File: src/hw/agusec_pkg.sv
`default_nettype none

package agusec_pkg;

  // capability pointer fields
  localparam int PTR_ADDR_LSB = 4;
  localparam int PTR_ADDR_MSB = 43;
  localparam int PTR_LOW_LSB  = 44;
  localparam int PTR_LOW_MSB  = 50;
  localparam int PTR_HI_LSB   = 51;
  localparam int PTR_HI_MSB   = 57;
  localparam int PTR_EXP_LSB  = 58;
  localparam int PTR_EXP_MSB  = 62;
  localparam int PTR_ON_LOW   = 63;

  localparam int PTR_W   = 64;
  localparam int GADDR_W = 40;
  localparam int BOUND_W = 7;
  localparam int EXP_W   = 5;
  localparam int WIN_W   = 8;
  localparam int CFG_W   = 32;

  typedef logic [PTR_W-1:0]   ptr_t;
  typedef logic [GADDR_W-1:0] gaddr_t;
  typedef logic [BOUND_W-1:0] bound_t;
  typedef logic [EXP_W-1:0]   exp_t;
  typedef logic [WIN_W-1:0]   win_t;
  typedef logic [CFG_W-1:0]   cfg_data_t;

  // every access is legal at this exponent
  localparam exp_t EXP_MAX = 5'd31;

  // register map
  localparam logic [1:0] CFG_CTRL   = 2'd0;
  localparam logic [1:0] CFG_COUNT  = 2'd1;
  localparam logic [1:0] CFG_PTR_LO = 2'd2;
  localparam logic [1:0] CFG_PTR_HI = 2'd3;

  localparam cfg_data_t COUNT_MAX = {CFG_W{1'b1}};

endpackage

`default_nettype wire

File: src/hw/agusec_check_upper3.sv
`timescale 1ns/10ps
`default_nettype none

module agusec_check_upper3
  import agusec_pkg::*;
(
  input  ptr_t       ptr,
  input  gaddr_t     a,
  input  gaddr_t     b,
  output logic [2:0] pos_ack,
  output logic [2:0] neg_ack,
  output logic [1:0] pos_flip,
  output logic [1:0] neg_flip,
  output logic       nhi_less
);

  exp_t       exp;
  bound_t     low;
  bound_t     high;
  logic       on_low;
  logic       max_exp;
  logic       diff;
  logic [5:0] hsh;
  gaddr_t     mhi;
  gaddr_t     one_at;
  gaddr_t     gen;
  gaddr_t     prop;
  logic [GADDR_W:0] cy;
  logic       k;
  logic       eq_z;
  logic       eq_p1;
  logic       eq_m1;
  logic       eq_m2;
  logic [2:0] agree;

  assign exp     = ptr[PTR_EXP_MSB:PTR_EXP_LSB];
  assign low     = ptr[PTR_LOW_MSB:PTR_LOW_LSB];
  assign high    = ptr[PTR_HI_MSB:PTR_HI_LSB];
  assign on_low  = ptr[PTR_ON_LOW];
  assign max_exp = (exp == EXP_MAX);

  assign nhi_less = (high >= low);
  assign diff     = ~nhi_less;

  // first bit above the window
  assign hsh    = {1'b0, exp} + 6'd8;
  assign mhi    = {GADDR_W{1'b1}} << hsh;
  assign one_at = gaddr_t'(1) << hsh;

  assign gen  = a & b;
  assign prop = a ^ b;

  // carry out of the bits below and in the window, from generate and propagate
  always_comb begin
    cy[0] = 1'b0;
    for (int i = 0; i < GADDR_W; i++) begin
      cy[i+1] = gen[i] | (prop[i] & cy[i]);
    end
    k = cy[hsh];
  end

  // offset bits above the window against the small values a carry can produce
  assign eq_z  = ~|(b & mhi);
  assign eq_m1 = &(b | ~mhi);
  assign eq_p1 = ~|((b ^ one_at) & mhi);
  assign eq_m2 = ~|((b ^ (mhi ^ one_at)) & mhi);

  // upper part of the sum minus the upper part of a is b_hi + k,
  // which must equal the expected carry c
  // index 0 is c = 0, index 1 is c = +1, index 2 is c = -1
  assign agree[0] = k ? eq_m1 : eq_z;
  assign agree[1] = k ? eq_z  : eq_p1;
  assign agree[2] = k ? eq_m2 : eq_m1;

  assign pos_ack = agree & {3{~b[GADDR_W-1]}};
  assign neg_ack = agree & {3{b[GADDR_W-1]}};

  // wrapped bounds decide which correction the window may call for
  assign pos_flip[0] = diff & ~on_low;
  assign neg_flip[0] = diff & on_low;
  assign pos_flip[1] = max_exp;
  assign neg_flip[1] = ~max_exp;

endmodule

`default_nettype wire

File: src/hw/agusec_range.sv
`timescale 1ns/10ps
`default_nettype none

module agusec_range
  import agusec_pkg::*;
(
  input  ptr_t   ptr,
  input  gaddr_t sum,
  input  logic   cin_secq,
  input  logic   diff,
  output logic   cout_secq
);

  exp_t         exp;
  win_t         low_w;
  win_t         high_w;
  gaddr_t       shifted;
  win_t         bits;
  logic [WIN_W:0] sub_low;
  logic [WIN_W:0] sub_high;
  logic         cout_low;
  logic         cout_hio;
  logic         lo_ok;
  logic         hi_ok;

  assign exp    = ptr[PTR_EXP_MSB:PTR_EXP_LSB];
  assign low_w  = {ptr[PTR_LOW_MSB:PTR_LOW_LSB], 1'b0};
  assign high_w = {ptr[PTR_HI_MSB:PTR_HI_LSB], 1'b1};

  assign shifted = sum >> exp;
  assign bits    = shifted[WIN_W-1:0];

  // carry out of bits - low is set when bits >= low
  assign sub_low  = {1'b0, bits} + {1'b0, ~low_w} + 9'd1;
  assign cout_low = sub_low[WIN_W];

  // carry out of high - bits is set when bits <= high
  assign sub_high = {1'b0, high_w} + {1'b0, ~bits} + 9'd1;
  assign cout_hio = sub_high[WIN_W];

  // with wrapped bounds either side alone is enough
  assign lo_ok = cout_low | (diff & cout_hio);
  assign hi_ok = cout_hio | (diff & cout_low);

  assign cout_secq = cin_secq & lo_ok & hi_ok;

endmodule

`default_nettype wire

File: src/hw/agusec_unit.sv
`timescale 1ns/10ps
`default_nettype none

module agusec_unit
  import agusec_pkg::*;
(
  input  logic   clk,
  input  logic   arst_n,
  input  logic   req,
  input  ptr_t   ptr,
  input  gaddr_t a,
  input  gaddr_t b,
  input  logic   check_en,
  output logic   rsp,
  output logic   legal,
  output logic   fault,
  output ptr_t   ptr_out
);

  // stage 1
  logic   v1;
  logic   en1;
  ptr_t   ptr1;
  gaddr_t a1;
  gaddr_t b1;
  gaddr_t s1;

  // stage 2 combinational
  logic [2:0] pos_ack;
  logic [2:0] neg_ack;
  logic [1:0] pos_flip;
  logic [1:0] neg_flip;
  logic       nhi_less;
  logic       win_ok;
  logic       ge_low;
  ptr_t       ptr_lo_only;
  logic [2:0] ack;
  logic       c_up;
  logic       c_dn;
  logic       agree;
  logic       legal_d;
  ptr_t       ptr_sum;

  always_ff @(posedge clk or negedge arst_n) begin
    if (!arst_n) begin
      v1  <= 1'b0;
      en1 <= 1'b1;
    end else begin
      v1 <= req;
      if (req) begin
        en1 <= check_en;
      end
    end
  end

  always_ff @(posedge clk) begin
    if (req) begin
      ptr1 <= ptr;
      a1   <= a;
      b1   <= b;
      s1   <= a + b;
    end
  end

  agusec_check_upper3 u_upper (
    .ptr      (ptr1),
    .a        (a1),
    .b        (b1),
    .pos_ack  (pos_ack),
    .neg_ack  (neg_ack),
    .pos_flip (pos_flip),
    .neg_flip (neg_flip),
    .nhi_less (nhi_less)
  );

  agusec_range u_range (
    .ptr       (ptr1),
    .sum       (s1),
    .cin_secq  (1'b1),
    .diff      (~nhi_less),
    .cout_secq (win_ok)
  );

  // an all-ones high bound leaves only the low bound test
  assign ptr_lo_only = {ptr1[PTR_W-1:PTR_HI_MSB+1], {BOUND_W{1'b1}}, ptr1[PTR_HI_LSB-1:0]};

  agusec_range u_range_low (
    .ptr       (ptr_lo_only),
    .sum       (s1),
    .cin_secq  (1'b1),
    .diff      (1'b0),
    .cout_secq (ge_low)
  );

  // wrapped window below the low bound sits in the region above the carry
  assign c_up = pos_flip[0] & ~ge_low;
  assign c_dn = neg_flip[0] & ge_low;

  assign ack   = b1[GADDR_W-1] ? neg_ack : pos_ack;
  assign agree = c_up ? ack[1] : (c_dn ? ack[2] : ack[0]);

  assign legal_d = ~en1 | pos_flip[1] | (neg_flip[1] & win_ok & agree);

  assign ptr_sum = {ptr1[PTR_W-1:PTR_ADDR_MSB+1], s1, ptr1[PTR_ADDR_LSB-1:0]};

  always_ff @(posedge clk or negedge arst_n) begin
    if (!arst_n) begin
      rsp   <= 1'b0;
      fault <= 1'b0;
      legal <= 1'b0;
    end else begin
      rsp   <= v1;
      fault <= v1 & ~legal_d;
      if (v1) begin
        legal <= legal_d;
      end
    end
  end

  always_ff @(posedge clk) begin
    if (v1) begin
      ptr_out <= ptr_sum;
    end
  end

endmodule

`default_nettype wire

File: src/hw/agusec_cfg.sv
`timescale 1ns/10ps
`default_nettype none

module agusec_cfg
  import agusec_pkg::*;
(
  input  logic       clk,
  input  logic       arst_n,
  input  logic       cfg_wr,
  input  logic [1:0] cfg_addr,
  input  cfg_data_t  cfg_wdata,
  input  logic       fault,
  input  ptr_t       fault_ptr,
  output cfg_data_t  cfg_rdata,
  output logic       check_en
);

  cfg_data_t fault_cnt;
  ptr_t      last_ptr;

  always_ff @(posedge clk or negedge arst_n) begin
    if (!arst_n) begin
      check_en  <= 1'b1;
      fault_cnt <= '0;
      last_ptr  <= '0;
    end else begin
      if (cfg_wr && cfg_addr == CFG_CTRL) begin
        check_en <= cfg_wdata[0];
      end
      // a write clears the counter even when a fault arrives with it
      if (cfg_wr && cfg_addr == CFG_COUNT) begin
        fault_cnt <= '0;
      end else if (fault && fault_cnt != COUNT_MAX) begin
        fault_cnt <= fault_cnt + 1'b1;
      end
      if (fault) begin
        last_ptr <= fault_ptr;
      end
    end
  end

  always_comb begin
    case (cfg_addr)
      CFG_CTRL:   cfg_rdata = {{(CFG_W-1){1'b0}}, check_en};
      CFG_COUNT:  cfg_rdata = fault_cnt;
      CFG_PTR_LO: cfg_rdata = last_ptr[CFG_W-1:0];
      default:    cfg_rdata = last_ptr[PTR_W-1:CFG_W];
    endcase
  end

endmodule

`default_nettype wire

File: src/hw/agusec_top.sv
`timescale 1ns/10ps
`default_nettype none

module agusec_top
  import agusec_pkg::*;
(
  input  logic       clk,
  input  logic       arst_n,
  input  logic       req,
  input  ptr_t       ptr,
  input  gaddr_t     a,
  input  gaddr_t     b,
  output logic       rsp,
  output logic       legal,
  output ptr_t       ptr_out,
  input  logic       cfg_wr,
  input  logic [1:0] cfg_addr,
  input  cfg_data_t  cfg_wdata,
  output cfg_data_t  cfg_rdata
);

  logic fault;
  logic check_en;

  agusec_unit u_unit (
    .clk      (clk),
    .arst_n   (arst_n),
    .req      (req),
    .ptr      (ptr),
    .a        (a),
    .b        (b),
    .check_en (check_en),
    .rsp      (rsp),
    .legal    (legal),
    .fault    (fault),
    .ptr_out  (ptr_out)
  );

  // faulting results feed the counter and the pointer capture
  agusec_cfg u_cfg (
    .clk       (clk),
    .arst_n    (arst_n),
    .cfg_wr    (cfg_wr),
    .cfg_addr  (cfg_addr),
    .cfg_wdata (cfg_wdata),
    .fault     (fault),
    .fault_ptr (ptr_out),
    .cfg_rdata (cfg_rdata),
    .check_en  (check_en)
  );

endmodule

`default_nettype wire

File: config.mk
export PLATFORM = sky130hd
export DESIGN_NAME = agusec_top
export DESIGN_NICKNAME = d
export VERILOG_FILES = /design/src/hw/agusec_pkg.sv /design/src/hw/agusec_check_upper3.sv /design/src/hw/agusec_range.sv /design/src/hw/agusec_unit.sv /design/src/hw/agusec_cfg.sv /design/src/hw/agusec_top.sv
export SDC_FILE = /design/constraint.sdc
export NUM_CORES = 1
export LEC_CHECK = 0
export ABC_AREA = 1
export BUFFER_PORTS_ARGS = -buffer_cell sky130_fd_sc_hd__buf_2
export CAP_MARGIN = 20
export CORE_MARGIN = 1
export CORE_UTILIZATION = 50
export CTS_CLUSTER_DIAMETER = 60
export DETAILED_ROUTE_END_ITERATION = 12
export GPL_TIMING_DRIVEN = 0
export HOLD_SLACK_MARGIN = 0.12
export PLACE_DENSITY = 0.71
export SYNTH_ARGS = -nofsm -noshare
export SYNTH_HDL_FRONTEND = slang
export SYNTH_HIERARCHICAL = 1
export SYNTH_SLANG_ARGS = --single-unit
File: constraint.sdc
create_clock -name clk -period 18.95 [get_ports clk]
set_clock_uncertainty 0.15 [all_clocks]
set_input_delay 3.79 -clock clk [delete_from_list [all_inputs] [get_ports clk]]
set_output_delay 3.79 -clock clk [all_outputs]
set_load 0.05 [all_outputs]
==> flow_summary_export.csv <==
group,metric,value,unit
outcome,status,"finished, final reports clean",
drt,ant_nets,0,
critical_path,path_cells,"buf_2 -> nor2_1 -> clkbuf_1 -> nand2_1 -> o221ai_1 -> buf_2",
final_layout,mostFrequentLayoutCells,"nand2_1 (1023), inv_1 (337), buf_2 (223)",
critical_path,crit_buf_inv,3,
pwr,powerDensity,98.1,nW/um2
drt,drt_iter0_markers,2394,
critical_path,crit_required,15.01,ns
place,dp_hpwl,63.6,mm
critical_path,cpPeakStageDelay,0.63,ns
die,dieArea,43900,um2
grt,gr-total-overflow,0,
clocking,postCtsResizedCells,0,
sta,period_share,0.499,
die,start_util,0.510,
grt,grt_pass1_wl,119,mm
drt,vias,21274,
sta,fin_setup_tns,0,ns
drt,postRouteWirelength,80.3,mm
sta,hold_ws,0.270,ns
sta,max_freq,106,MHz
job,cap_violations,0,
pwr,peakVddDrop,0.0000778,V
clocking,cts_tree,"yes",
critical_path,crit_top_cell,"buf_2",
final_layout,fin_area,24600,um2
place,gp_congestion,1.00,
sta,slew_viol_final,0,
grt,grt_start_max_net_pins,103,
min_path,hold_class,"register to register",
die,die_width,210,um
clocking,post_cts_buffers,0,
critical_path,worst-path-max-fanout,10,
sta,rsz0062_at_grt,"false",
clocking,cts_root_buffer,"clkbuf_16",
die,io_pins,280,
drt,routedWlPerCell,21.7,um
logic_synthesis,yosysWarnings,6,
clocking,clk_path_buf_depth,3,
critical_path,cp.arrival,5.52,ns
clocking,path_clk_slew,0.06,ns
logic_synthesis,synth.cell_area,21500,um2
drt,drc_errors,0,
clocking,holdBufCountCts,0,
place,port_buffers,208,
critical_path,criticalPathCategory,"input port to output port",
drt,via_per_inst,5.75,
final_layout,layout-drive-gt1-share,0.135,
critical_path,cp-end-kind,"output port",
die,fp-row-count,75,
die,core_area,42200,um2
sta,hold_viol_final,0,
final_layout,synthToLayoutAreaGrowth,14.2,%
logic_synthesis,syn_inst,2870,
final_layout,final_nets,3427,
grt,grt_pass1_vias,20393,
critical_path,path_delay_family,"buffers and inverters",
clocking,cts_max_level,2,
final_layout,final_common_cell,"nand2_1",
sta,worst_pin_slew,1.07,ns
sta,slew-limit-headroom,0.278,
clocking,clkLatencyLatePin,0.56,ns
drt,firstDrtPassIters,7,
grt,track_usage,0.364,
clocking,cts_sinks,310,
sta,min_period,9.46,ns
critical_path,startpoint_type,"input port",
place,dpl_cell_area,23400,um2
critical_path,slowest_stage,"clkbuf_1",
final_layout,fin_util,0.582,
pwr,leakage,0.0118,uW
logic_synthesis,syn_area_per_cell,7.50,um2
die,die_y,210,um
clocking,cts_buffers,39,
sta,finalSetupViolCount,0,
grt,antenna_found_initial,0,
## metal layers
layer | up-vias | wire (um) | GRT usage
met5 | - | 0 | 0
met1 | 9981 | 31700 | 0.444
met3 | 241 | 5940 | 0.0551
met2 | 1114 | 37700 | 0.614
li1 | 9938 | - | -
met4 | 0 | 4940 | 0.209
## path summary, 6_finish.rpt
path	from	slack [ns]	cells after the start	end
setup / recovery	cfg_addr[0]	9.49	6	cfg_rdata[11]
hold / removal	u_unit/ptr1[2]	0.27	0	u_unit/ptr_out[2]
setup reg to reg	u_unit/b1[1]	10.78	92	u_unit/legal
hold reg to reg	u_unit/ptr1[2]	0.27	0	u_unit/ptr_out[2]
max in group asynchronous	arst_n	14.88	2	u_unit/en1
min in group asynchronous	arst_n	3.02	1	u_cfg/fault_cnt[15]
## final cells by class
class | count | area [um2]
Antenna cell | 1 | 2.50
Buffer | 79 | 463
Clock buffer | 50 | 1030
Clock inverter | 20 | 211
Fill cell | 3969 | 17600
Inverter | 396 | 1580
Multi-Input combinational cell | 2094 | 10700
Sequential cell | 310 | 8800
Tap cell | 539 | 674
Timing Repair Buffer | 210 | 1100
## flip-flops by register name (all words and copies together) (netlist names)
register,count
u_unit/b1,40
u_unit/v1,1
u_unit/a1,40
u_unit/ptr1,24
u_cfg/check_en,1
u_unit/legal,1
u_unit/rsp,1
u_unit/fault,1
u_unit/en1,1
u_cfg/last_ptr,64
u_unit/s1,40
u_unit/ptr_out,64
u_cfg/fault_cnt,32
## report_power, final
group	total [uW]	internal, uW	leakage, uW	switching, uW
logic	732	214	0.00780	519
clock network	726	428	0.000607	297
registers	955	844	0.00334	110
total	2410	1490	0.0118	926
## through the flow
| step | cells | total power (uW) | setup slack, ns |
|---|---|---|---|
| after global placement | 3626 | 1660 | 9.54 |
| final | 3699 | 2410 | 9.49 |
| after detailed placement | 3628 | 1680 | 9.52 |
| after CTS | 3698 | 2410 | 9.53 |
| after global routing | 3698 | 2520 | 9.39 |
| after floorplan | 2879 | 1410 | 9.83 |
Note: power is estimated with default switching activity, not from simulation.
